`config.mk`:
```
export PLATFORM = sky130hd
export DESIGN_NAME = dataRam
export DESIGN_NICKNAME = d
export VERILOG_FILES = /design/src/logic/dataRam.sv
export VERILOG_INCLUDE_DIRS = /design/src /design/src/logic
export SDC_FILE = /design/constraint.sdc
export NUM_CORES = 1
export LEC_CHECK = 0
export BUFFER_PORTS_ARGS = -buffer_cell sky130_fd_sc_hd__buf_2
export CAP_MARGIN = 15
export CORE_MARGIN = 3
export CORE_UTILIZATION = 23
export CTS_CLUSTER_SIZE = 8
export DETAILED_ROUTE_END_ITERATION = 12
export HOLD_SLACK_MARGIN = 0.08
export PLACE_DENSITY_LB_ADDON = 0.1
export SYNTH_ARGS = -nofsm -noshare
export SYNTH_HDL_FRONTEND = slang
export SYNTH_SLANG_ARGS = --single-unit
```
`constraint.sdc`:
```
create_clock -name CLK -period 5.19 [get_ports CLK]
set_clock_uncertainty 0.15 [all_clocks]
set_input_delay 1.038 -clock CLK [delete_from_list [all_inputs] [get_ports CLK]]
set_output_delay 1.038 -clock CLK [all_outputs]
set_load 0.02 [all_outputs]
```
`src/logic/cpu_consts.svh`:
```
`ifndef CPU_CONSTS_SVH
`define CPU_CONSTS_SVH

// Program store depth in words
`define IMEM_WORDS 64

// Data RAM depth in words
`define DMEM_WORDS 16

`define XLEN 32

`define HALT_PC (`IMEM_WORDS * 4)  // First byte address past the program store

`endif

```
`src/logic/dataRam.sv`:
```
`default_nettype none

`include "cpu_consts.svh"

module dataRam (
    input  logic                           CLK,
    input  logic                           rst,
    input  logic                           cyc,
    input  logic                           stb,
    input  logic                           we,
    input  logic [$clog2(`DMEM_WORDS)-1:0] adr,
    input  logic [`XLEN-1:0]               datW,
    output logic                           ack,
    output logic [`XLEN-1:0]               datR
);

    logic [`XLEN-1:0] mem [`DMEM_WORDS];
    logic             take;

    // New request seen, ack goes out next cycle
    assign take = cyc && stb && !ack;

    always_ff @(posedge CLK) begin
        if (rst) begin
            ack <= 1'b0;
            for (int i = 0; i < `DMEM_WORDS; i++) begin
                mem[i] <= '0;
            end
        end else begin
            ack <= take;
            if (take && we) begin
                mem[adr] <= datW;
            end
        end
    end

    // Old contents, valid while ack is high
    always_ff @(posedge CLK) begin
        if (take) begin
            datR <= mem[adr];
        end
    end

    // Ack lands while the master still holds its request
    ackDuringStb: assert property (@(posedge CLK) disable iff (rst) ack |-> (cyc && stb));

endmodule

`default_nettype wire

```
## After elaboration in Yosys (flattened, before gate mapping)

Memory sizes are Yosys's and may differ from the RTL's. A register that Yosys moved wholly into a read port is not among the register bits.
Index checks and enable logic that the tools add are counted.

| storage, ports and cells | value |
|---|---|
| flip-flop bits (word level) | 1 |
| bits in writable memories | 512 |
| bits of input ports | 41 |
| output and inout bits | 33 |
| word-level logic and storage cells | 15 |
| memories | 1 |

Memory list:

| name | words | bits a word | rd ports | clocked after Yosys merged registers in | write ports | RTL line | source |
|---|---|---|---|---|---|---|---|
| mem | 16 | 32 | 1 | 1 | 16 | dataRam.sv:17 | `` logic [`XLEN-1:0] mem [`DMEM_WORDS]; `` |

| cells by class | value |
|---|---|
| multiplexer cells | 8 |
| reductions and logical operators | 5 |

Operator list:

| operator | count |
|---|---|
| 32-bit 2-to-1 mux | 1 |
| 32-bit OR reduction | 1 |
| 1-bit 2-to-1 mux | 6 |
| 4-bit 2-to-1 mux | 1 |
| 1-bit logical AND | 3 |
| 1-bit logical NOT | 1 |

## Logic depth before layout (Yosys ltp)

Gate-level depths: netlist of run 1.

| logic depth | value |
|---|---|
| depth after elaboration | 8 |
| gate-level depth with buffers | 7 |

## Worst setup path before layout of run 1

Ideal clock, no wire load.

| path | value |
|---|---|
| path kind | input to register |
| from | input adr[1] |
| to | memory mem[2][0] (netlist name) (enable) |
| library setup time | 0.428 ns |
| arrival | 3.371 ns |
| required time | 4.612 ns |
| setup slack | 1.241 ns |
| cell stages on the path | 5 |
| cells stage by stage | buf_4 buf_1 nand4_1 buf_2 o21bai_1 |

RTL lines:

| what | RTL line | source |
|---|---|---|
| start: declaration | dataRam.sv:11 | `` input logic [$clog2(`DMEM_WORDS)-1:0] adr, `` |
| end: declaration | dataRam.sv:17 |  |

==> qor.csv, run 1 <==
stage,metric,value,unit
clocking,cts bufs inserted,78,
layout,fraction of layout cells with a size suffix above 1,22.56,%
clocking,TritonCTS clock tree,done,
clocking,"Setup Fix Bufs, Post-CTS",0,
worst_setup_path,CP Class,in -> reg,
sta,Period minus WS final,3.271,ns
pwr,pwr dens,383.8,nW/um2
sta,Max Freq,305.7,MHz
sta,setup TNS,0,ns
synth,"Seq/Total Area, Yosys",71.70,%
die,Die X,320.9,um
route,Total Wirelength,74270,um
synth,Simple-Gate Fraction of Synth Area,10.48,%
worst_setup_path,slowest CP cell,nor4bb_1,
synth,Commonest cells post-synth,"edfxtp_1 (544), nor2_1 (513), mux4_2 (128), nand2_1 (96), a22oi_1 (64)",
pwr,peak supply drop,0.0001924,V
min_path,hold crit path type,reg -> reg,
synth,post-synthesis cell type count,19,
worst_setup_path,buffers and inverters on the worst path,4,
synth,Mapped Cells,1489,
clocking,Max Root-Sink Buffers,3,
route,Avg WL per Cell,25.80,um
job,max-cap check violation count,0,
outcome,status,"finished, final reports clean",
clocking,Clock transition at path regs,0.05,ns
synth,most frequent cell after synthesis,edfxtp_1,
sta,Tcrit/Tclk final,63.02,%
clocking,H-tree levels,3,
synth,mux contribution to synthesized area,12.64,%
synth,number of synthesis warnings,0,
clocking,CTS Root Cell,clkbuf_16,
grt,initial antenna violation count,4,
sta,worst slew pin tran,0.7700,ns
route,routed via count,13070,
layout,Fillers,9895,
worst_setup_path,"CP delay by family, top",buffers and inverters,
route,drt first pass iters,5,
worst_setup_path,Worst EP required,5.33,ns
synth,Yosys top cell area share,71.61,%
synth,Syn Std Cell Area,22810,um2
clocking,CTS Sinks,545,
route,Top Layer Used,met4,
synth,Main synth FF type,edfxtp_1,
clocking,Post-CTS Hold Buffers,0,
placed_design,number of port buffers,73,
sta,Slew Limit Fails,0,
route,DRT antenna net count,0,
grt,total grt overflow,0,
layout,final design utilization,27.75,%
grt,GRT Total Usage,14.45,%
synth,post-synthesis register bit count,545,
worst_setup_path,CP Cell Sequence,"buf_2, nor4bb_1, buf_4, nand4b_1, buf_4, o21bai_4, buf_4",
die,Die H,320.9,um
worst_setup_path,Startpoint Class,input port,
clocking,"Clk Latency, worst-skew pair",0.60,ns
layout,Layout Area Growth over Synthesis,18.67,%
route,Vias/cell,4.542,
die,Initial Util,23.38,%
grt,pin count of the biggest net entering global routing,76,
route,DRC viols,0,
grt,first-pass GRT wire length,106000,um
placed_design,post-DP HPWL,43790,um
die,row count,114,
route,met3 WL,3405,um
die,core area,97560,um2
die,# IOs,74,
sta,Worst slew margin,48.59,%
route,wl on met1,35100,um
route,met2 WL,34190,um
worst_setup_path,CP arrival,3.41,ns
pwr,leakage,8.968,nW
worst_setup_path,CP peak stage delay,0.66,ns
layout,fin nets,1628,
synth,post-synthesis adder-cell area fraction,0,%
worst_setup_path,CP max FO,21,
synth,compound-cell area share of the yosys netlist,2.633,%
worst_setup_path,Setup crit end kind,flip-flop,
sta,Fin. Hold Viols,0,
synth,"Net Count, Synth",1530,
synth,Synth async-reset ratio,0,%
synth,number of flops mapped to enable cells by yosys,544,
synth,Syn Area/Cell,15.32,um2
die,DIE AREA,103000,um2
sta,RSZ-0062 raised after global routing,no,
clocking,# resized after CTS,0,
grt,vias in the first global route,13980,
placed_design,gpl congestion,0.7053,
sta,Setup Viol. Count Final,0,
synth,synth top area cells,"edfxtp_1 (72%), mux4_2 (13%), nor2_1 (8.4%), a22oi_1 (2.1%), nand2_1 (1.6%)",
synth,xor-xnor portion of the synthesized cell area,0,%
synth,largest family of logic cells by synthesized area,multiplexers,
worst_setup_path,crit-path most repeated cell,buf_4,
synth,post-synth top area cell,edfxtp_1,
route,1st-iter DRT viols,1030,
==> worst register-to-register path, cell delays in order, from the launching register on <==
cell,delay (ns)
dfxtp_1,0.40
nor4bb_1,0.66
buf_4,0.26
nand4b_1,0.13
buf_4,0.26
o21bai_4,0.51
buf_4,0.32
==> logic make-up (layout without fill, tap and decap cells) <==
group,count (synthesis),after routing
other,0,2
muxes,128,128
and+or+nand+nor,623,623
DFF,545,545
buffers and inverters,113,224
AOI/OAI and AO/OA,80,80
==> flip-flops by register name, indices dropped and copies added (netlist names) <==
name,cells
mem,512
ack,1
datR,32
==> metrics by stage <==
stage               std cells  hold WS [ns]  setup slack [ns]  total power, W  instance area, um2
finish                   2878        0.6101             1.919         0.01039               27070
global route             2876        0.6513             1.824         0.01077               27070
CTS                      2876        0.6235             1.960         0.01057               27070
detailed placement       2783        0.6109             1.327        0.005906               24990
global placement         2783        0.6099             1.359        0.005902               24990
floorplan                1489        0.5603             1.241        0.005549               22810
==> where the power goes <==
| part | internal, W | switching [W] |
|---|---|---|
| clock network | 0.00275 | 0.00185 |
| logic | 0.000240 | 0.000481 |
| registers | 0.00502 | 0.0000463 |
| total | 0.00801 | 0.00238 |
==> final cells by class <==
| type | count | area (um2) | share of cell area (%) |
|---|---|---|---|
| diodes | 2 | 5.005 | 0.01849 |
| clock buffers | 91 | 2064 | 7.626 |
| clock inverters | 2 | 7.507 | 0.02773 |
| inverters | 1 | 3.754 | 0.01387 |
| multi-input cells | 831 | 6078 | 22.45 |
| flip-flops and latches | 545 | 16360 | 60.42 |
| well taps | 1276 | 1597 | 5.898 |
| repair buffers | 130 | 959.7 | 3.545 |
==> metal layers <==
metal | global-route usage (%) | up-vias
li1 | - | 5698
met1 | 20.53 | 6940
met2 | 22.80 | 334
met3 | 2.674 | 99
met4 | 3.653 | 0
met5 | 0 | -
==> cell usage in the layout, fill, tap and decap left out, types with 4 or more instances in the layout <==
cell type	synthesis	routed
buf_4	2	45
buf_2	55	71
nor2_1	513	512
nand4b_1	4	4
edfxtp_1	544	544
clkbuf_1	43	10
mux4_2	128	128
clkbuf_16	0	81
nand4_1	4	4
a22oi_1	64	64
o21bai_4	0	16
nand2_1	96	96
buf_12	0	12
==> worst paths after layout <==
path,endpoint,depth (start not counted),slack (ns),startpoint
max,mem[9][15],7,1.92,rst
min,datR[12],3,0.61,mem[13][12]
max reg2reg,mem[9][15],6,2.18,ack
min reg2reg,datR[12],3,0.61,mem[13][12]
(Power assumes the default switching activity.)
==> inputs of run 2 (changes only) <==
--- a/config.mk
+++ b/config.mk
@@ -6,6 +6,7 @@
 export SDC_FILE = /design/constraint.sdc
 export NUM_CORES = 1
 export LEC_CHECK = 0
+export ABC_AREA = 1
 export BUFFER_PORTS_ARGS = -buffer_cell sky130_fd_sc_hd__buf_2
 export CAP_MARGIN = 15
 export CORE_MARGIN = 3
==> constraint.sdc (replaced) <==
create_clock -name CLK -period 3.3 [get_ports CLK]
set_clock_uncertainty 0.15 [all_clocks]
set_input_delay 0.66 -clock CLK [delete_from_list [all_inputs] [get_ports CLK]]
set_output_delay 0.66 -clock CLK [all_outputs]
set_load 0.02 [all_outputs]
==> run 2 against run 1 <==
Against the previous run:
- sequential cell count is the same
- sequential power grew 57%
- non-clock buffer count grew 13
- highest routed layer unchanged
==> qor.csv, run 2 <==
stage,metric,value,unit
outcome,status,"finished, final reports clean",
worst_setup_path,slowest CP cell,nor2_2,
synth,post-synthesis adder-cell area fraction,0,%
clocking,"Clk Latency, worst-skew pair",0.62,ns
pwr,share of total power in sequential cells,48.1,%
layout,Layout Area Growth over Synthesis,17.08,%
synth,Syn Std Cell Area,24830,um2
sta,setup TNS,0,ns
grt,vias in the first global route,18850,
synth,synth top area cells,"edfxtp_1 (66%), nand2_1 (21%), nor2_1 (7.8%), buf_2 (2.0%), inv_1 (1.5%)",
pwr,Net Sw Power,0.004008,W
route,Total Wirelength,90410,um
synth,post-synthesis cell type count,14,
layout,"most common cell after layout, fill and taps aside",nand2_1,
die,DIE AREA,111900,um2
grt,GRT busiest layer,met2,
worst_setup_path,CP Cell Sequence,"nand3b_1, nor2_2, nand2_2, nor2_2, nand2_2, nand2_2, buf_12",
synth,number of flops mapped to enable cells by yosys,544,
worst_setup_path,crit-path most repeated cell,nand2_2,
sta,Worst slew margin,34.49,%
synth,number of synthesis warnings,0,
clocking,# resized after CTS,0,
grt,met3 usage,2.306,%
synth,Main synth FF type,edfxtp_1,
clocking,cts bufs inserted,78,
route,Avg WL per Cell,21.47,um
grt,met1 GRT Util,21.98,%
layout,fin nets,2847,
route,routed via count,18300,
grt,met2 usage,26.90,%
route,DRC viols,0,
layout,Biggest register,mem,
worst_setup_path,CP Class,reg -> reg,
route,drt first pass iters,5,
worst_setup_path,CP max FO,24,
worst_setup_path,Worst EP required,3.44,ns
clocking,Clock transition at path regs,0.05,ns
die,# IOs,74,
synth,mux contribution to synthesized area,0,%
grt,first-pass GRT wire length,131500,um
placed_design,post-DP HPWL,52910,um
route,Vias/cell,4.347,
layout,max reg flops,512,
worst_setup_path,CP arrival,2.50,ns
sta,Max Freq,425.0,MHz
layout,Fillers,11360,
pwr,pwr dens,570.8,nW/um2
die,row count,119,
pwr,Sw Ratio,24.15,%
sta,worst slew pin tran,0.9826,ns
grt,initial antenna violation count,3,
pwr,Clock power frac,44.1,%
min_path,hold crit path type,in -> reg,
synth,Synth async-reset ratio,0,%
grt,GRT Total Usage,16.15,%
worst_setup_path,Startpoint Class,flip-flop,
synth,post-synth top area cell,edfxtp_1,
synth,post-synthesis register bit count,545,
pwr,peak supply drop,0.0002721,V
layout,most frequent cells in the layout,"nand2_1 (1381), edfxtp_1 (544), nor2_1 (512)",
placed_design,gpl congestion,0.7407,
grt,total grt overflow,0,
synth,"Net Count, Synth",2802,
worst_setup_path,R2R cell count,7,
min_path,Hold Path Depth,2,
clocking,H-tree levels,3,
die,Initial Util,23.39,%
synth,compound-cell area share of the yosys netlist,0,%
die,core area,106200,um2
clocking,"Setup Fix Bufs, Post-CTS",0,
synth,Syn Area/Cell,8.994,um2
clocking,TritonCTS clock tree,done,
sta,RSZ-0062 raised after global routing,no,
clocking,Post-CTS Hold Buffers,0,
worst_setup_path,CP peak stage delay,0.36,ns
synth,most frequent cell after synthesis,nand2_1,
sta,Setup Viol. Count Final,0,
synth,xor-xnor portion of the synthesized cell area,0,%
grt,pin count of the biggest net entering global routing,92,
pwr,Int Power,0.01259,W
layout,fraction of layout cells with a size suffix above 1,9.581,%
pwr,leakage,12.81,nW
clocking,CTS Sinks,545,
placed_design,number of port buffers,73,
sta,Period minus WS final,2.353,ns
synth,Yosys top cell area share,65.78,%
layout,top flop regs,"mem x512, datR x32, ack x1",
pwr,Logic pwr share,7.8,%
route,1st-iter DRT viols,1174,
synth,"Seq/Total Area, Yosys",65.86,%
job,max-cap check violation count,0,
route,DRT antenna net count,0,
die,Die X,334.6,um
synth,Mapped Cells,2761,
die,Die H,334.6,um
clocking,Max Root-Sink Buffers,3,
synth,Commonest cells post-synth,"nand2_1 (1409), edfxtp_1 (544), nor2_1 (515), inv_1 (101), buf_2 (100)",
sta,Tcrit/Tclk final,71.30,%
synth,largest family of logic cells by synthesized area,simple AND/OR/NAND/NOR gates,
clocking,CTS Root Cell,clkbuf_16,
synth,Simple-Gate Fraction of Synth Area,29.38,%
worst_setup_path,Setup crit end kind,flip-flop,
sta,Slew Limit Fails,0,
sta,Fin. Hold Viols,0,
pwr,Final Power,0.01659,W
## run 2: worst max-delay path: cells and delay by family, from the launching register on
family | cells | cell delay [ns]
and+or+nand+nor | 6 | 1.25
buffers and inverters | 1 | 0.27
DFF | 1 | 0.30
## run 2: layer usage
metal	part of all wire, %	routed length, um
met5	0	0
met3	3.5	3186
met2	47	42500
met4	2.3	2123
met1	47	42600
## run 2: path summary, 6_finish.rpt
path	startpoint	to	slack [ns]
max	ack	mem[13][15]	0.95
min	rst	ack	0.15
max reg2reg	ack	mem[13][15]	0.95
min reg2reg	ack	ack	0.44
## run 2: cell families (layout without fill, tap and decap cells)
logic type / count (synthesis) / count (layout)
simple gates: 1935 / 1935
buf+inv: 281 / 338
other cells: 0 / 1
flops: 545 / 545
## run 2: area by class of cell
cell class | instances | area (um2) | area share (%)
sequential | 545 | 16360 | 56.26
multi-input combinational | 1935 | 7390 | 25.42
clock buffer | 90 | 2061 | 7.088
tap | 1391 | 1740 | 5.986
timing repair buffer | 143 | 1094 | 3.761
inverter | 103 | 396.6 | 1.364
clock inverter | 2 | 33.78 | 0.1162
antenna | 1 | 2.502 | 0.008607
## run 2: metrics by stage
step           util, %  worst slack, ns  hold slack, ns  area [um2]  cells
6_report         27.39           0.9471          0.1520       29070   4210
5_1_grt          27.38           0.8123          0.1446       29070   4209
4_1_cts          27.38           0.8973          0.1249       29070   4209
3_5_place_dp     25.41           0.5158          0.4418       26980   4117
3_3_place_gp     25.41           0.5119          0.4589       26980   4117
2_1_floorplan        -           0.4783          0.5221       24830   2761
## run 2: power by group through the flow
stage / sequential [W] / combinational, W / clock [W]
6_report: 0.00798 / 0.00129 / 0.00732
4_1_cts: 0.00798 / 0.00133 / 0.00756
5_1_grt: 0.00800 / 0.00144 / 0.00779
3_5_place_dp: 0.00811 / 0.00133 / 0
3_3_place_gp: 0.00811 / 0.00134 / 0
2_1_floorplan: 0.00812 / 0.000692 / 0
==> inputs of run 3 (changes only) <==
==> constraint.sdc (replaced) <==
create_clock -name CLK -period 1.95 [get_ports CLK]
set_clock_uncertainty 0.15 [all_clocks]
set_input_delay 0.39 -clock CLK [delete_from_list [all_inputs] [get_ports CLK]]
set_output_delay 0.39 -clock CLK [all_outputs]
set_load 0.02 [all_outputs]
==> run 3 against run 2 <==
Against the previous run:
- worst hold slack lost 0.027 ns
- wire length shrank 0.64%
- design area grew 7.0%
- sequential power grew 69%
- setup slack lost 0.92 ns
- register-to-register slack lost 0.92 ns
- power grew 72%
- critical path depth grew 1
- utilization grew 1.9 points
- sequential share of layout area shrank 3.7 points
- critical path type unchanged
- critical endpoint is now mem[2][6]
- largest power group unchanged
- highest routed layer unchanged
==> qor.csv, run 3 (synthesized netlist as in run 2, its figures left out) <==
stage,metric,value,unit
layout,Layout Area Growth over Synthesis,25.25,%
grt,GRT Total Usage,15.77,%
worst_setup_path,CP Class,reg -> reg,
sta,Tcrit/Tclk final,98.51,%
sta,hold slack,0.1249,ns
clocking,cts bufs inserted,78,
die,Die X,334.6,um
worst_setup_path,Worst path depth,8,
sta,Period minus WS final,1.921,ns
layout,max reg flops,512,
worst_setup_path,"CP delay by family, top",simple AND/OR/NAND/NOR gates,
worst_setup_path,CP arrival,2.09,ns
sta,Fin. Hold Viols,0,
clocking,Clock transition at path regs,0.05,ns
worst_setup_path,R2R cell count,8,
layout,Reg area,16360,um2
min_path,Hold Path Depth,4,
worst_setup_path,slowest CP cell,dfxtp_1,
worst_setup_path,Setup crit end kind,flip-flop,
die,# IOs,74,
placed_design,number of port buffers,73,
min_path,Worst Hold End,mem[2][19],
layout,most frequent cells in the layout,"nand2_1 (1381), edfxtp_1 (544), nor2_1 (512)",
route,Total Wirelength,89830,um
layout,Biggest register,mem,
grt,total grt overflow,0,
layout,fin nets,2961,
clocking,H-tree levels,3,
worst_setup_path,Startpoint Class,flip-flop,
clocking,TritonCTS clock tree,done,
clocking,"Clk Latency, worst-skew pair",0.63,ns
route,1st-iter DRT viols,1271,
sta,worst slew pin tran,0.5390,ns
grt,pin count of the biggest net entering global routing,57,
placed_design,post-DP HPWL,54250,um
worst_setup_path,buffers and inverters on the worst path,2,
pwr,pwr dens,917.6,nW/um2
layout,area occupied by multi-input gates,7775,um2
layout,top flop regs,"mem x512, datR x32, ack x1",
sta,Max Freq,520.6,MHz
grt,initial antenna violation count,0,
clocking,CTS Sinks,545,
worst_setup_path,CP max FO,14,
placed_design,gpl congestion,0.8038,
worst_setup_path,CP peak stage delay,0.30,ns
die,DIE AREA,111900,um2
sta,Setup Viol. Count Final,0,
grt,first-pass GRT wire length,130000,um
layout,"most common cell after layout, fill and taps aside",nand2_1,
job,max-cap check violation count,0,
die,row count,119,
layout,Fillers,11210,
sta,RSZ-0062 raised after global routing,yes,
route,Avg WL per Cell,20.76,um
route,Vias/cell,4.315,
clocking,Max Root-Sink Buffers,3,
grt,vias in the first global route,19250,
worst_setup_path,RR Startpoint,ack,
placed_design,post-place setup slack,-0.2195,ns
sta,Worst slew margin,64.06,%
layout,final design utilization,29.30,%
pwr,peak supply drop,0.0005037,V
die,Die H,334.6,um
layout,fraction of layout cells with a size suffix above 1,13.14,%
sta,Slew Limit Fails,0,
min_path,Hold Startpoint,datW[19],
worst_setup_path,flop2flop setup slack,0.03,ns
worst_setup_path,Worst EP required,2.11,ns
clocking,CTS Root Cell,clkbuf_16,
worst_setup_path,CP Cell Sequence,"nand3b_1, nor2_4, nand2_4, nor2_2, buf_6, nand2_2, nand2_8, buf_12",
route,DRT antenna net count,0,
outcome,status,"finished, final reports clean",
pwr,leakage,13.80,nW
min_path,hold crit path type,in -> reg,
pwr,Final Power,0.02854,W
layout,# diodes,0,
worst_setup_path,Critical R2R Capture,mem[2][6],
route,routed via count,18680,
die,core area,106200,um2
die,Initial Util,23.39,%
sta,worst setup margin,0.02901,ns
route,drt first pass iters,6,
route,DRC viols,0,
[run 3: changes by cell type in the layout (fill, tap and decap cells not counted), moves of 4 or more]
cell and change:
buf_4 +31, nand2_4 +17, buf_12 +57, nand2_8 +17, buf_6 +11, clkbuf_16 +4, nand2_2 -25
[run 3: timing repair]
| action | CTS | global route |
|---|---|---|
| endpoints found under the setup margin | 284 | 511 |
| cloned | 2 | 10 |
| hold endpoints to repair | 1 | 0 |
| setup buffers | 0 | 1 |
| pin swaps | 1 | 5 |
| hold buffers | 2 | 0 |
| resized for setup | 14 | 35 |
[run 3: per-layer routing]
layer,wire [um],GRT usage [%],vias up
met4,2445,4.959,0
met5,0,0,-
met2,43430,27.22,403
met1,41110,20.64,9189
met3,2841,1.890,130
li1,-,-,8954
[run 3: through the flow]
stage | setup TNS, ns | instance area (um2) | cells
floorplan | -9.580 | 25050 | 2761
global placement | -133.23 | 28530 | 4216
finish | 0 | 31100 | 4328
CTS | 0 | 30770 | 4317
detailed placement | -75.89 | 28530 | 4216
global route | -5.279 | 31100 | 4328
[run 3: worst max path at each step]
| stage | start | endpoint | slack [ns] |
|---|---|---|---|
| 3_3_place_gp | cyc | mem[13][30] | -0.23 |
| 2_1_floorplan | adr[0] | mem[1][0] | -0.05 |
| 4_1_cts | ack | mem[14][17] | 0.02 |
| 5_1_grt | ack | mem[2][4] | -0.06 |
| 3_5_place_dp | cyc | mem[11][28] | -0.22 |
| 6_report | ack | mem[2][6] | 0.03 |
[run 3: power breakdown]
group | switching (W) | internal, W | total (W)
Combinational | 0.00180 | 0.000796 | 0.00260
Sequential | 0.000123 | 0.0134 | 0.0135
Clock | 0.00503 | 0.00743 | 0.0125
[run 3: worst min-delay path, stage by stage]
cell	delay, ns
buf_2	0.07
inv_1	0.05
buf_12	0.16
nor2_1	0.10
[run 3: final cells by class]
cell class / instances / area share, %
sequential: 545 / 52.58
multi-input combinational: 1944 / 25.00
timing repair buffer: 248 / 8.685
clock buffer: 93 / 6.730
tap: 1391 / 5.596
inverter: 103 / 1.287
clock inverter: 4 / 0.1207
